`src/design/progress_pkg.sv`:
```
//##################################################
// Progress controller shared types
// Widths, address regions, size codes, ack states
//##################################################
package progress_pkg;

   // Widths with a meaning on the bus side
   localparam int ADDR_W   = 32;   // Address / operand word
   localparam int SEL_W    = 4;    // One select per byte lane
   localparam int SIZE_W   = 4;    // Microcode access-size field
   localparam int REGION_W = 4;    // Top nibble decides the region

   typedef logic [ADDR_W-1:0]   addr_t;
   typedef logic [SEL_W-1:0]    byte_sel_t;
   typedef logic [SIZE_W-1:0]   size_code_t;
   typedef logic [REGION_W-1:0] region_t;

   // Control registers live at 0x2xxx_xxxx
   localparam region_t REGION_CTRLREG = 4'b0010;

   // Access sizes from microcode
   // Any code not listed here means a full word
   localparam size_code_t SIZE_HALF = 4'b0001;
   localparam size_code_t SIZE_BYTE = 4'b0010;

   // Acknowledge qualifier states
   // ACK_HELD is entered when a slave keeps its ack high with no strobe out
   typedef enum logic {
      ACK_NORMAL = 1'b0,   // Ack is trusted only together with the strobe
      ACK_HELD   = 1'b1    // Slave holds ack, the strobe itself acknowledges
   } ack_state_t;

endpackage

```
`src/design/byte_select_reg.sv`:
```
//##################################################
// Byte select register
// Decodes size and offset, latches sel and bmask
//##################################################
`timescale 1ns/1ps

module byte_select_reg (
   input  logic                   clk,
   input  logic                   RST_I,
   input  logic                   latch_sel,   // Microcode pulse, take new selects
   input  progress_pkg::size_code_t size_code,
   input  logic [1:0]             addr_low,    // Byte offset within the word
   output progress_pkg::byte_sel_t  sel,
   output progress_pkg::byte_sel_t  bmask       // Active low copy of sel
);
   import progress_pkg::*;

   byte_sel_t dec_sel;   // Decoded lanes, not yet latched

   // Size and offset to lanes
   always_comb begin
      case (size_code)
         SIZE_HALF: begin
            case (addr_low)
               2'b00:   dec_sel = 4'b0011;   // Lower half
               2'b10:   dec_sel = 4'b1100;   // Upper half
               default: dec_sel = 4'b1111;   // Odd offset gives all lanes
            endcase
         end
         SIZE_BYTE: begin
            // One hot on the offset
            dec_sel = byte_sel_t'(4'b0001 << addr_low);
         end
         default: begin
            dec_sel = 4'b1111;   // Word access
         end
      endcase
   end

   // Latched on the microcode pulse, held otherwise
   always_ff @(posedge clk) begin
      if (RST_I) begin
         sel   <= 4'b0000;
         bmask <= 4'b1111;     // Inverse of the cleared sel
      end else if (latch_sel) begin
         sel   <= dec_sel;
         bmask <= ~dec_sel;   // Register file wants it active low
      end
   end

endmodule

```
`src/design/bus_strobe_ctrl.sv`:
```
//##################################################
// Bus strobe control
// Alignment check, I/O and SRAM strobes held to ack
//##################################################
`timescale 1ns/1ps

module bus_strobe_ctrl #(
   parameter bit has_sram = 1'b1   // Build the SRAM strobe
) (
   input  logic               clk,
   input  logic               RST_I,
   input  logic               core_running,
   input  logic               word_store,   // Current access is a word store
   input  logic               req_access,   // Microcode asks for a bus cycle
   input  logic               bus_error,
   input  logic               qack,         // Qualified I/O acknowledge
   input  logic               sram_ack,
   input  progress_pkg::addr_t addr,
   output logic               misaligned,
   output logic               io_stb,
   output logic               sram_stb
);

   logic io_start;   // New I/O cycle this edge

   // Not running counts as misaligned, so nothing starts before the core does
   // A word store must sit on a word boundary, halfwords are checked earlier
   assign misaligned = !core_running || (word_store && (addr[1:0] != 2'b00));

   // I/O space is 0x4xxx_xxxx to 0x7xxx_xxxx
   assign io_start = req_access && (addr[31:30] == 2'b01) && !misaligned;

   // Raised on request, held until the qualified ack
   always_ff @(posedge clk) begin
      if (RST_I || bus_error) begin
         io_stb <= 1'b0;   // Bus error abandons the cycle
      end else begin
         io_stb <= io_start || (io_stb && !qack);
      end
   end

   generate
      if (has_sram) begin : g_sram
         logic sram_start;

         // SRAM is the upper half of the address space
         assign sram_start = req_access && addr[31] && !misaligned;

         // Same hold rule, ended by the SRAM's own ack
         always_ff @(posedge clk) begin
            if (RST_I || bus_error) begin
               sram_stb <= 1'b0;
            end else begin
               sram_stb <= sram_start || (sram_stb && !sram_ack);
            end
         end
      end else begin : g_no_sram
         // No SRAM fitted
         assign sram_stb = 1'b0;
      end
   endgenerate

endmodule

```
`src/design/write_enable_ctrl.sv`:
```
//##################################################
// Write enable control
// Bus and control-register write enables
//##################################################
`timescale 1ns/1ps

module write_enable_ctrl (
   input  logic               clk,
   input  logic               RST_I,
   input  logic               req_write,    // Microcode pulse, set enables
   input  logic               end_write,    // Microcode pulse, clear enables
   input  logic               bus_error,
   input  logic               misaligned,   // From the strobe block
   input  progress_pkg::addr_t addr,
   output logic               io_we,        // Write to I/O or SRAM
   output logic               ctrlreg_we    // Write to the control registers
);
   import progress_pkg::*;

   region_t region;        // Top nibble of the address
   logic    io_we_nxt;
   logic    ctrl_we_nxt;

   assign region = addr[ADDR_W-1 -: REGION_W];

   // Any address with one of the two top bits set goes out on the bus
   assign io_we_nxt   = (addr[31] || addr[30]) && !misaligned;

   // Control registers sit inside the internal space
   assign ctrl_we_nxt = (region == REGION_CTRLREG) && !misaligned;

   always_ff @(posedge clk) begin
      if (RST_I || end_write || bus_error) begin
         io_we      <= 1'b0;
         ctrlreg_we <= 1'b0;
      end else if (req_write) begin
         io_we      <= io_we_nxt;
         ctrlreg_we <= ctrl_we_nxt;
      end
   end

endmodule

```
`src/design/ack_qualifier.sv`:
```
//##################################################
// Acknowledge qualifier
// Merges acks, recovers from a slave holding ack
//##################################################
`timescale 1ns/1ps

module ack_qualifier (
   input  logic clk,
   input  logic RST_I,
   input  logic io_ack,       // Raw ack from the I/O slave
   input  logic sysreg_ack,   // Ack from the system registers
   input  logic io_stb,       // Our I/O strobe
   output logic qack          // Qualified ack, same cycle
);
   import progress_pkg::*;

   ack_state_t state;
   ack_state_t next_state;

   // A single zero wait state slave may tie its ack high
   // Seen as ack without strobe, after which the strobe stands in for the ack
   // Ack dropping again brings back normal qualification
   always_comb begin
      next_state = state;
      qack       = sysreg_ack;
      case (state)
         ACK_NORMAL: begin
            qack = sysreg_ack || (io_ack && io_stb);
            if (io_ack && !io_stb) begin
               next_state = ACK_HELD;   // Ack with no cycle out
            end
         end
         ACK_HELD: begin
            qack = sysreg_ack || io_stb;   // Slave answers at once
            if (!io_ack) begin
               next_state = ACK_NORMAL;
            end
         end
         default: begin
            next_state = ACK_NORMAL;
         end
      endcase
   end

   // State updates every cycle
   always_ff @(posedge clk) begin
      if (RST_I) begin
         state <= ACK_NORMAL;
      end else begin
         state <= next_state;
      end
   end

endmodule

```
`src/design/ucode_progress.sv`:
```
//##################################################
// Microcode progress
// Advance, Q sample and register write enables
//##################################################
`timescale 1ns/1ps

module ucode_progress #(
   parameter bit has_sram = 1'b1   // SRAM strobe present
) (
   input  logic core_running,
   input  logic q_update,           // Q codes from microcode
   input  logic q_read,
   input  logic shift_until_zero,   // Repeat shift until count is zero
   input  logic last_shift,
   input  logic last_shift_r,
   input  logic bus_error,
   input  logic latch_sel,
   input  logic io_stb,
   input  logic sram_stb,
   input  logic io_we,
   output logic enable_q,           // Q register samples
   output logic progress,           // Microcode advances
   output logic reg_we              // Internal register file write
);

   logic busy;   // A bus cycle is still open

   assign busy = io_stb || (has_sram && sram_stb);

   // Q waits for the data of an open cycle
   assign enable_q = (q_update || q_read) && !last_shift && !busy;

   // Stall on an open cycle or an unfinished shift
   // Bus error always lets the microcode move on to its trap
   assign progress = bus_error ||
                     (!busy && (!shift_until_zero || last_shift || last_shift_r));

   // No write while setting selects, writing out, or on a zero shift
   // Core must be running so the first cycle writes nothing
   assign reg_we = core_running && !(latch_sel || io_we || last_shift_r);

endmodule

```
`src/design/progress_ctrl.sv`:
```
//##################################################
// Progress controller top level
// Selects, strobes, write enables, ack, progress
//##################################################
`timescale 1ns/1ps

module progress_ctrl #(
   parameter bit has_sram = 1'b1   // Passed to strobe and progress blocks
) (
   input  logic                    clk,
   input  logic                    RST_I,
   input  logic                    core_running,
   input  progress_pkg::addr_t      addr,
   input  progress_pkg::size_code_t size_code,
   input  logic                    latch_sel,
   input  logic                    req_access,
   input  logic                    req_write,
   input  logic                    end_write,
   input  logic                    word_store,
   input  logic                    q_update,
   input  logic                    q_read,
   input  logic                    shift_until_zero,
   input  logic                    last_shift,
   input  logic                    last_shift_r,
   input  logic                    io_ack,
   input  logic                    sysreg_ack,
   input  logic                    sram_ack,
   input  logic                    bus_error,
   output progress_pkg::byte_sel_t  sel,
   output progress_pkg::byte_sel_t  bmask,
   output logic                    io_stb,
   output logic                    sram_stb,
   output logic                    io_we,
   output logic                    ctrlreg_we,
   output logic                    qack,
   output logic                    enable_q,
   output logic                    progress,
   output logic                    reg_we
);

   logic misaligned;   // Strobe block to write enables

   byte_select_reg u_byte_sel (
      .clk       (clk),
      .RST_I     (RST_I),
      .latch_sel (latch_sel),
      .size_code (size_code),
      .addr_low  (addr[1:0]),
      .sel       (sel),
      .bmask     (bmask)
   );

   bus_strobe_ctrl #(
      .has_sram (has_sram)
   ) u_strobe (
      .clk          (clk),
      .RST_I        (RST_I),
      .core_running (core_running),
      .word_store   (word_store),
      .req_access   (req_access),
      .bus_error    (bus_error),
      .qack         (qack),
      .sram_ack     (sram_ack),
      .addr         (addr),
      .misaligned   (misaligned),
      .io_stb       (io_stb),
      .sram_stb     (sram_stb)
   );

   write_enable_ctrl u_we (
      .clk        (clk),
      .RST_I      (RST_I),
      .req_write  (req_write),
      .end_write  (end_write),
      .bus_error  (bus_error),
      .misaligned (misaligned),
      .addr       (addr),
      .io_we      (io_we),
      .ctrlreg_we (ctrlreg_we)
   );

   // Qualified ack closes the I/O strobe
   ack_qualifier u_ack (
      .clk        (clk),
      .RST_I      (RST_I),
      .io_ack     (io_ack),
      .sysreg_ack (sysreg_ack),
      .io_stb     (io_stb),
      .qack       (qack)
   );

   ucode_progress #(
      .has_sram (has_sram)
   ) u_progress (
      .core_running     (core_running),
      .q_update         (q_update),
      .q_read           (q_read),
      .shift_until_zero (shift_until_zero),
      .last_shift       (last_shift),
      .last_shift_r     (last_shift_r),
      .bus_error        (bus_error),
      .latch_sel        (latch_sel),
      .io_stb           (io_stb),
      .sram_stb         (sram_stb),
      .io_we            (io_we),
      .enable_q         (enable_q),
      .progress         (progress),
      .reg_we           (reg_we)
   );

endmodule

```
`config.mk`:
```
export PLATFORM = sky130hd
export DESIGN_NAME = progress_ctrl
export DESIGN_NICKNAME = d
export VERILOG_FILES = /design/src/design/progress_pkg.sv /design/src/design/byte_select_reg.sv /design/src/design/bus_strobe_ctrl.sv /design/src/design/write_enable_ctrl.sv /design/src/design/ack_qualifier.sv /design/src/design/ucode_progress.sv /design/src/design/progress_ctrl.sv
export SDC_FILE = /design/constraint.sdc
export NUM_CORES = 1
export LEC_CHECK = 0
export ABC_CLOCK_PERIOD_IN_PS = 1800
export BUFFER_PORTS_ARGS = -buffer_cell sky130_fd_sc_hd__buf_2
export CAP_MARGIN = 20
export CORE_AREA = 2 2 46 48
export CTS_CLUSTER_SIZE = 24
export DETAILED_ROUTE_END_ITERATION = 16
export DIE_AREA = 0 0 48 50
export PLACE_DENSITY = 0.88
export REMOVE_ABC_BUFFERS = 1
export SLEW_MARGIN = 20
export SYNTH_ARGS = -nofsm -noshare
export SYNTH_HDL_FRONTEND = slang
export SYNTH_SLANG_ARGS = --single-unit
```
`constraint.sdc`:
```
create_clock -name clk -period 1.8 [get_ports clk]
set_input_delay 0.18 -clock clk [delete_from_list [all_inputs] [get_ports clk]]
set_output_delay 0.18 -clock clk [all_outputs]
set_load 0.05 [all_outputs]
```
## After elaboration in Yosys (flattened, before gate mapping)

Cells that the tools add are included.

| storage, ports and cells | value |
|---|---|
| register bits after elaboration | 13 |
| output and inout port bits | 16 |
| input bits | 53 |
| word-level logic and storage cells | 63 |

| cells by class | value |
|---|---|
| equality and inequality tests | 5 |
| muxes and demuxes | 6 |
| bitwise operators | 2 |
| reduce and logical (&&, ||, !) cells | 42 |
| shift operators | 1 |

Operators by type and width:

| operator | count |
|---|---|
| $logic_or 1x1->1 | 16 |
| $pmux 4 s2 | 2 |
| $logic_and 1x1->1 | 15 |
| $logic_not 1->1 | 9 |
| $eq 4x2->1 const B | 2 |
| $eq 4x1->1 const B | 1 |
| $not 4->4 | 1 |
| $pmux 1 s2 | 2 |
| $shl 1x2->4 const A | 1 |
| $eq 2x1->1 const B | 1 |
| $eq 2x2->1 const B | 1 |
| $logic_not 2->1 | 1 |
| $mux 1 | 2 |
| $reduce_bool 2->1 | 1 |
| $not 1->1 | 1 |

## Depth between registers and ports, before layout

Gate-level depths: netlist (run 1).

| logic depth | value |
|---|---|
| depth after elaboration | 6 |
| depth in mapped cells | 3 |
| gate-level depth less buffers | 3 |

## Modules after synthesis

From an unflattened synthesis (run 1), not the netlist that was laid out.

| unflattened totals | value |
|---|---|
| cell total of the unflattened synthesis | 69 |
| area total of the unflattened synthesis | 694.4 um^2 |

Modules (own cells, without submodules):

| module | area an instance (um^2) | sequential area each (um^2) | times used | cells an instance |
|---|---|---|---|---|
| byte_select_reg | 361.6 | 160.2 | 1 | 36 |
| write_enable_ctrl | 113.9 | 40.0 | 1 | 11 |
| bus_strobe_ctrl | 108.9 | 40.0 | 1 | 11 |
| ucode_progress | 60.1 | 0.0 | 1 | 6 |
| ack_qualifier | 50.0 | 20.0 | 1 | 5 |

## Worst setup path after synthesis (run 1)

No wires, ideal clock.

| path | value |
|---|---|
| path type | register to output |
| start point | register u_we.io_we |
| end point | output reg_we |
| arrival time | 2.192 ns |
| cell stages (with the launch flop) | 2 |
| path slack | -0.572 ns |
| path buffers | 0 |
| data required time | 1.620 ns |
| cell sequence | dfxtp_1 -> nor4b_1 |

| on the way | value |
|---|---|
| cells in the longest elaborated chain, start to end | 4 |

RTL lines:

| item | line | RTL |
|---|---|---|
| from (decl) | write_enable_ctrl.sv:15 | `output logic io_we,` |
| from (signal assigned) | write_enable_ctrl.sv:37 | `io_we <= io_we_nxt;` |
| $logic_or 1x1->1 (2 in a row) | ucode_progress.sv:40 | `assign reg_we = core_running && !(latch_sel \|\| io_we \|\| last_shift_r);` |
| $logic_not 1->1 | ucode_progress.sv:40 |  |
| $logic_and 1x1->1 | ucode_progress.sv:40 |  |
| to (decl) | progress_ctrl.sv:38 | `output logic reg_we` |

No other way between the ends.

## Final worst setup path (run 1)

| path | value |
|---|---|
| start point | register u_strobe.io_stb |
| end point | output progress |

| on the way | value |
|---|---|
| cells in the longest elaborated chain, start to end | 4 |

RTL lines:

| item | line | RTL |
|---|---|---|
| from (decl) | bus_strobe_ctrl.sv:20 | `output logic io_stb,` |
| from (signal assigned) | bus_strobe_ctrl.sv:38 | `io_stb <= io_start \|\| (io_stb && !qack);` |
| $logic_or 1x1->1 | ucode_progress.sv:28 | `assign busy = io_stb \|\| (has_sram && sram_stb);` |
| $logic_not 1->1 | ucode_progress.sv:36 | `(!busy && (!shift_until_zero \|\| last_shift \|\| last_shift_r));` |
| $logic_and 1x1->1 | ucode_progress.sv:36 |  |
| $logic_or 1x1->1 | ucode_progress.sv:35 | `assign progress = bus_error \|\|` |
| to (decl) | progress_ctrl.sv:37 | `output logic progress,` |

No other way between the ends.

==> results.toml, run 1 <==
[status]
status = "finished clean"

[cells_and_area]
drive_above_1_share_pct = 44.0
layout.cells.non_filler = 136
fin_util_pct = 46.7
layout_commonest_cell = "buf_2"
syn2layout_area_growth_pct = 42.0
fin_nets = 163
antenna_cells = 0
layout_common_cells = "buf_2, dfxtp_1, nor2_1, a211oi_1, nor2b_1"

[die]
io_pins = 69
std_cell_rows = 16
fp.dieH_um = 50
core_region_area_mm2 = 0.00190
die_area_mm2 = 0.00240
dieWidth_um = 48
initial_utilization_pct = 32.9

[job]
drv_cap = 0

[routing]
vias_per_cell = 5.12
drc = 0
initialDrtViolationCount = 6
routedWlPerCell_um = 12.1
via_count = 696
wirelength_um = 1640
first_pass_iters = 2
postRouteAntennaNets = 0

[power_and_ir_drop]
p_leak_nw = 0.386
power_frac_comb_pct = 26.7
p_clk_share_pct = 26.2
p_per_area_mw_per_mm2 = 747
p_sw_share_pct = 32.8
p_int_mw = 0.446
p_switching_mw = 0.217
ir_worst_vdd_mv = 0.258
sequentialPowerShare_pct = 47.1

[cts]
cts_buffers = 3
clock_latency_ns = 0.27
hold_buffers = 0
path_clk_slew_ns = 0.07
postCtsSetupBuffers = 0
cts_tree = "built"
cts_buffer_depth = 2
cts_max_level = 1
cts.repair.resized = 0
cts-root-buf = "clkbuf_4"
clock-sinks = 13

[synth]
ys_async_sr_fraction_pct = 0
synth_edf_count = 0
ys_seq_area_share_pct = 41.6
ys.flop_type = "dfxtp_1"
ys_ff_latch = 13
syn_inst = 65
yosysWarnings = 0
syn-cell-area_um2 = 626
yosysUniqueCellTypes = 26
syn_area_per_cell_um2 = 9.62

[sta]
finalClockSkew_ns = 0.0000866
slew_headroom_pct = 76.2
slew_viol_final = 0
finalCritPeriodShare_pct = 77.6
max_freq_mhz = 716
hold-worst-slack_ns = 0.0783
hold_viol = 0
setup_tns_ns = 0
rsz0062_at_grt = "false"
tightest_slew_ns = 0.348
setup-violations-final = 0
period_needed_ns = 1.40

[critical_path]
crit_path_end_kind = "output pin"
cpMaxStageDelayCell = "dfxtp_1"
critPathKind = "reg -> out"
worstPathMaxFanout = 6
cp-start-kind = "flop"
arrival_ns = 1.22
crit_chain = "a211oi_1, or2_2, buf_2"
required_ns = 1.62
cpPeakStageDelay_ns = 0.35

[global_route]
gr-total-overflow = 0
grt.total_usage_pct = 13.6
antenna_found_initial = 0
grt_max_degree = 14
grt_pass1_wl_um = 2340
first_global_vias = 612

[hold_path]
min_path_type = "in -> reg"

[placement]
gp_congestion = 0.628
post-dp-hpwl_um = 1340
place_inst = 132
portBuffers = 42
path summary, 6_finish.rpt:
check,start,endpoint,slack (ns),cells after the start
setup reg to reg,u_strobe.io_stb,u_strobe.io_stb,0.68,2
hold / removal,end_write,u_we.ctrlreg_we,0.08,2
hold reg to reg,u_byte_sel.sel[2],u_byte_sel.sel[2],0.49,2
setup / recovery,u_strobe.io_stb,progress,0.40,3
power groups by stage:
stage          Clock, mW  Combinational, mW  Sequential [mW]
2_1_floorplan          0             0.0530            0.371
3_3_place_gp           0              0.174            0.318
3_5_place_dp           0              0.177            0.319
4_1_cts            0.181              0.178            0.312
5_1_grt            0.193              0.191            0.314
6_report           0.174              0.177            0.312
critical path, delay by kind of cell, from the launching register on:
kind	cells	cell delay, ns
flops	1	0.35
buf+inv	1	0.25
compound gates	1	0.22
simple gates	1	0.13
synthesized netlist by cell type (2+ instances only):
library cell / number / area share, %
a221o_1: 4 / 6.4
a41oi_1: 2 / 2.8
nor4_1: 2 / 2.0
nand2_1: 2 / 1.2
a211oi_1: 6 / 7.2
nor2b_1: 5 / 5.0
dfxtp_1: 13 / 42
clkbuf_1: 2 / 1.2
nor4b_1: 2 / 2.8
o2111a_1: 2 / 3.6
nand2b_1: 3 / 3.0
nor2_1: 8 / 4.8
metrics by stage:
| stage | instance area [um^2] | worst slack, ns | power (mW) |
|---|---|---|---|
| floorplan | 618 | -0.572 | 0.424 |
| global placement | 862 | 0.561 | 0.492 |
| detailed placement | 862 | 0.545 | 0.496 |
| CTS | 888 | 0.391 | 0.671 |
| global route | 888 | 0.309 | 0.698 |
| finish | 888 | 0.403 | 0.663 |
kinds of logic (layout without fill, tap and decap cells):
kind of cell    count (synthesis)  after routing  share of synthesized area (%)
simple gates                   30             30                           30.2
compound gates                 18             18                           25.0
flops                          13             13                           41.6
buf+inv                         3             47                           1.80
xor+xnor                        1              1                           1.40
routing by layer:
layer  wire length [um]  part of all wire [%]  global-route usage, %  vias up
met5                  0                     0                      0        -
met4                 14                  0.85                   8.11        0
met3                159                   9.7                   2.93        2
met2                767                    47                   24.0       38
met1                702                    43                   13.3      312
li1                   -                     -                      -      344
state kept, by name, indices dropped and copies added, names as in the netlist:
name               count
u_strobe.sram_stb      1
u_strobe.io_stb        1
u_ack.state            1
u_byte_sel.bmask       4
u_we.ctrlreg_we        1
u_we.io_we             1
u_byte_sel.sel         4
area by class of cell:
class	instances	area [um^2]
flip-flops and latches	13	260
multi-input cells	49	354
repair buffers	42	210
inverters	1	3.75
fillers	197	1010
well taps	27	33.8
clock buffers	4	26.3
Note: power is estimated with default switching activity, not from simulation.
==> inputs of run 2 (changes only) <==
--- a/config.mk
+++ b/config.mk
@@ -5,14 +5,14 @@
 export SDC_FILE = /design/constraint.sdc
 export NUM_CORES = 1
 export LEC_CHECK = 0
-export ABC_CLOCK_PERIOD_IN_PS = 1800
+export ABC_CLOCK_PERIOD_IN_PS = 1250
 export BUFFER_PORTS_ARGS = -buffer_cell sky130_fd_sc_hd__buf_2
 export CAP_MARGIN = 20
-export CORE_AREA = 2 2 46 48
+export CORE_AREA = 2 2 49 51
 export CTS_CLUSTER_SIZE = 24
 export DETAILED_ROUTE_END_ITERATION = 16
-export DIE_AREA = 0 0 48 50
-export PLACE_DENSITY = 0.88
+export DIE_AREA = 0 0 51 53
+export PLACE_DENSITY = 0.83
 export REMOVE_ABC_BUFFERS = 1
 export SLEW_MARGIN = 20
 export SYNTH_ARGS = -nofsm -noshare
==> constraint.sdc (replaced) <==
create_clock -name clk -period 1.25 [get_ports clk]
set_input_delay 0.125 -clock clk [delete_from_list [all_inputs] [get_ports clk]]
set_output_delay 0.125 -clock clk [all_outputs]
set_load 0.05 [all_outputs]
==> results.toml, run 2 (synthesis gave the netlist of run 1 again) <==
[status]
status = "finished clean"

[hold_path]
whs_path_depth = 2
min_path_type = "in -> reg"

[cts]
postCtsSetupBuffers = 0
clock-sinks = 13
cts_buffer_depth = 2
clock_latency_ns = 0.27
cts_max_level = 1
path_clk_slew_ns = 0.07
hold_buffers = 0
cts_tree = "built"
cts-root-buf = "clkbuf_4"
cts_buffers = 3

[power_and_ir_drop]
ir_worst_vdd_mv = 0.532
p_leak_nw = 0.410
p_per_area_mw_per_mm2 = 1030

[routing]
postRouteAntennaNets = 0
vias_per_cell = 5.10
initialDrtViolationCount = 3
drc = 0
wirelength_um = 1810
via_count = 704
routedWlPerCell_um = 13.1
first_pass_iters = 5

[cells_and_area]
regArea_um2 = 267
antenna_cells = 0
drive_above_1_share_pct = 50.0
layout_common_cells = "buf_2, dfxtp_1, nor2_1, nor2b_1, a211oi_1"
fin_util_pct = 44.4
layout_commonest_cell = "buf_2"
largestRegisters = "u_byte_sel.bmask x4, u_byte_sel.sel x4"
n_fill_cell = 215
multiInputGateArea_um2 = 383
layout.cells.non_filler = 138
syn2layout_area_growth_pct = 52.4
fin_nets = 164

[sta]
slew_viol_final = 0
setup-violations-final = 0
tightest_slew_ns = 0.334
period_needed_ns = 1.23
max_freq_mhz = 812
rsz0062_at_grt = "true"
finalClockSkew_ns = 0.000147
slew_headroom_pct = 77.2
hold_viol = 0
finalCritPeriodShare_pct = 98.5

[critical_path]
arrival_ns = 1.11
crit_chain = "nor4_2, buf_4"
worstPathMaxFanout = 4
cpMaxStageDelayCell = "dfxtp_2"
crit_path_end_kind = "output pin"
cp-start-kind = "flop"
rr_worst_depth = 2
critPathKind = "reg -> out"
cpPeakStageDelay_ns = 0.35
required_ns = 1.12

[die]
die_area_mm2 = 0.00270
core_region_area_mm2 = 0.00215
initial_utilization_pct = 29.1
fp.dieH_um = 53
io_pins = 69
std_cell_rows = 17
dieWidth_um = 51

[global_route]
antenna_found_initial = 0
grt_max_degree = 14
grt.total_usage_pct = 14.4
grt_pass1_wl_um = 2860
gr-total-overflow = 0
first_global_vias = 675

[placement]
gp_congestion = 0.845
place_inst = 134
portBuffers = 42
post-dp-hpwl_um = 1420

[job]
drv_cap = 0
## run 2: cell count changes in the layout (fill, tap and decap cells not counted), sizes merged
cell	delta
clkbuf	+1
## run 2: routing by layer
layer	up-vias	global-route usage, %	routed length, um
met5	-	0	0
met4	0	6.76	0
met3	0	1.69	134
met2	30	27.1	919
met1	327	16.1	758
li1	347	-	-
## run 2: power breakdown
part / total (mW) / switching [mW] / internal, mW
Combinational: 0.273 / 0.179 / 0.0942
Sequential: 0.449 / 0.0130 / 0.436
Clock: 0.257 / 0.133 / 0.124
Total: 0.979 / 0.325 / 0.653
## run 2: layout make-up
| class | count | area share, % |
|---|---|---|
| Tap cell | 28 | 3.67 |
| Clock buffer | 4 | 2.76 |
| Sequential cell | 13 | 28.0 |
| Inverter | 1 | 0.394 |
| Timing Repair Buffer | 43 | 25.1 |
| Multi-Input combinational cell | 49 | 40.2 |
## run 2: critical path: cells and delay by family, from the launching register on
family	cells	cell delay, ns
flops	1	0.35
simple gates	1	0.25
buf+inv	1	0.24
## run 2: through the flow
step,setup TNS (ns),area (um^2),power [mW],hold slack (ns),worst slack [ns]
2_1_floorplan,-2.32,618,0.611,0.198,-1.07
3_3_place_gp,0,871,0.711,0.310,0.0765
3_5_place_dp,0,871,0.717,0.311,0.0306
4_1_cts,0,947,0.993,0.00947,0.00230
5_1_grt,-0.0669,953,1.04,0.00635,-0.0431
6_report,0,953,0.979,0.0201,0.0186
## run 2: worst paths after layout
path	startpoint	endpoint	slack [ns]
worst min register to register	u_byte_sel.sel[3]	u_byte_sel.sel[3]	0.48
worst max-delay path	u_strobe.sram_stb	enable_q	0.02
worst min-delay path	end_write	u_we.ctrlreg_we	0.02
worst max register to register	u_ack.state	u_strobe.io_stb	0.15
## run 2: what timing repair did
action | in CTS | in global routing
endpoints found under the setup margin | 4 | 4
pin swaps | 3 | 2
endpoints found under the hold margin | 0 | 0
resized for setup | 14 | 3
==> inputs of run 3 (changes only) <==
--- a/config.mk
+++ b/config.mk
@@ -5,15 +5,16 @@
 export SDC_FILE = /design/constraint.sdc
 export NUM_CORES = 1
 export LEC_CHECK = 0
-export ABC_CLOCK_PERIOD_IN_PS = 1250
+export ABC_CLOCK_PERIOD_IN_PS = 1400
 export BUFFER_PORTS_ARGS = -buffer_cell sky130_fd_sc_hd__buf_2
 export CAP_MARGIN = 20
-export CORE_AREA = 2 2 49 51
+export CORE_AREA = 2 2 47 49
 export CTS_CLUSTER_SIZE = 24
 export DETAILED_ROUTE_END_ITERATION = 16
-export DIE_AREA = 0 0 51 53
-export PLACE_DENSITY = 0.83
+export DIE_AREA = 0 0 49 51
+export PLACE_DENSITY = 0.85
 export REMOVE_ABC_BUFFERS = 1
+export SETUP_SLACK_MARGIN = 0.2
 export SLEW_MARGIN = 20
 export SYNTH_ARGS = -nofsm -noshare
 export SYNTH_HDL_FRONTEND = slang
==> constraint.sdc (replaced) <==
create_clock -name clk -period 1.4 [get_ports clk]
set_input_delay 0.14 -clock clk [delete_from_list [all_inputs] [get_ports clk]]
set_output_delay 0.14 -clock clk [all_outputs]
set_load 0.05 [all_outputs]
==> results.toml, run 3 (synthesis gave the netlist of run 1 again) <==
[status]
status = "finished clean"

[routing]
first_pass_iters = 4
vias_per_cell = 5.17
wirelength_um = 1770
routedWlPerCell_um = 12.8
initialDrtViolationCount = 4
postRouteAntennaNets = 0
via_count = 713
drc = 0

[power_and_ir_drop]
p_clk_share_pct = 25.6
sequentialPowerShare_pct = 46.1
ir_worst_vdd_mv = 0.282
power_frac_comb_pct = 28.3
p_per_area_mw_per_mm2 = 907
p_sw_share_pct = 32.7
p_switching_mw = 0.284
p_int_mw = 0.584
p_leak_nw = 0.410

[cells_and_area]
layout_commonest_cell = "buf_2"
layout.cells.non_filler = 138
antenna_cells = 0
layout_common_cells = "buf_2, dfxtp_1, nor2_1, nor2b_1, a211oi_1"
syn2layout_area_growth_pct = 53.0
fin_nets = 164
n_fill_cell = 193
fin_util_pct = 46.4
largestRegisters = "u_byte_sel.bmask x4, u_byte_sel.sel x4"
drive_above_1_share_pct = 50.0

[cts]
cts_buffer_depth = 2
cts-root-buf = "clkbuf_4"
cts_tree = "built"
cts_max_level = 1
path_clk_slew_ns = 0.07
clock_latency_ns = 0.27
cts_buffers = 3
clock-sinks = 13

[sta]
period_needed_ns = 1.23
hold_viol = 0
tightest_slew_ns = 0.343
finalCritPeriodShare_pct = 87.7
slew_viol_final = 0
rsz0062_at_grt = "true"
finalClockSkew_ns = 0.000443
max_freq_mhz = 815
setup_ws_ns = 0.173
slew_headroom_pct = 76.5
setup_tns_ns = 0
setup-violations-final = 0

[die]
initial_utilization_pct = 30.3
io_pins = 69
die_area_mm2 = 0.00250
dieWidth_um = 49
std_cell_rows = 17
fp.dieH_um = 51
core_region_area_mm2 = 0.00206

[global_route]
grt_max_degree = 14
antenna_found_initial = 0
gr-total-overflow = 0
first_global_vias = 675
grt.total_usage_pct = 15.2
grt_pass1_wl_um = 2840

[critical_path]
crit_path_end_kind = "output pin"
rr_startpoint = "u_ack.state"
crit_start = "u_we.io_we"
cp-start-kind = "flop"
critPathKind = "reg -> out"
required_ns = 1.26
arrival_ns = 1.09
worstPathMaxFanout = 3

[placement]
portBuffers = 42
gp_congestion = 0.671
dp_slack_ns = 0.180
place_inst = 133
post-dp-hpwl_um = 1330

[hold_path]
min_path_type = "in -> reg"
min_from = "end_write"

[job]
drv_cap = 0
==> run 3: changes by cell type in the layout (fill, tap and decap cells not counted) <==
cell / delta
clkbuf_4: -1
nor4_2: -1
nor4b_4: -1
nor4b_2: +1
nor4_4: +1
buf_6: +1
==> run 3: power groups by stage <==
| stage | Clock, mW | Combinational [mW] | Sequential, mW |
|---|---|---|---|
| after floorplan | 0 | 0.0682 | 0.477 |
| after global placement | 0 | 0.223 | 0.410 |
| after detailed placement | 0 | 0.227 | 0.411 |
| after CTS | 0.231 | 0.238 | 0.401 |
| after global routing | 0.252 | 0.261 | 0.403 |
| final | 0.222 | 0.246 | 0.401 |
==> run 3: worst max-delay path, stage by stage (launching register included) <==
cell	delay [ns]
dfxtp_2	0.34
nor4b_2	0.24
buf_4	0.25
==> run 3: cell type report <==
type | count | area (um^2) | share of cell area (%)
Clock buffer | 4 | 26.3 | 2.75
Inverter | 1 | 3.75 | 0.392
Timing Repair Buffer | 43 | 243 | 25.4
Multi-Input combinational cell | 49 | 383 | 40.0
Tap cell | 28 | 35.0 | 3.66
Sequential cell | 13 | 267 | 27.8
==> run 3: worst paths after layout <==
path,endpoint,slack [ns],depth (start not counted)
worst max register to register,u_strobe.io_stb,0.26,2
worst min-delay path,u_we.ctrlreg_we,0.05,2
worst max-delay path,reg_we,0.17,2
worst min register to register,u_byte_sel.sel[3],0.49,2
==> run 3: repair_timing <==
action | CTS | global route
setup endpoints to repair | 4 | 4
pin swaps | 4 | 1
resized for setup | 13 | 6
hold buffers | 0 | 0
setup buffers | 1 | 0
==> run 3: per-layer routing <==
metal / GRT usage, % / up-vias / routed length (um) / share of wire (%)
li1: - / 354 / - / -
met1: 14.8 / 316 / 712 / 40
met2: 28.5 / 39 / 861 / 49
met3: 4.68 / 4 / 170 / 9.6
met4: 8.57 / 0 / 22 / 1.2
met5: 0 / - / 0 / 0
==> run 3: metrics by stage <==
stage / instance area [um^2] / hold slack [ns] / total power [mW]
after global placement: 863 / 0.321 / 0.633
after detailed placement: 863 / 0.333 / 0.638
after global routing: 957 / 0.0294 / 0.917
after CTS: 938 / 0.0411 / 0.870
final: 957 / 0.0496 / 0.868
after floorplan: 618 / 0.213 / 0.545
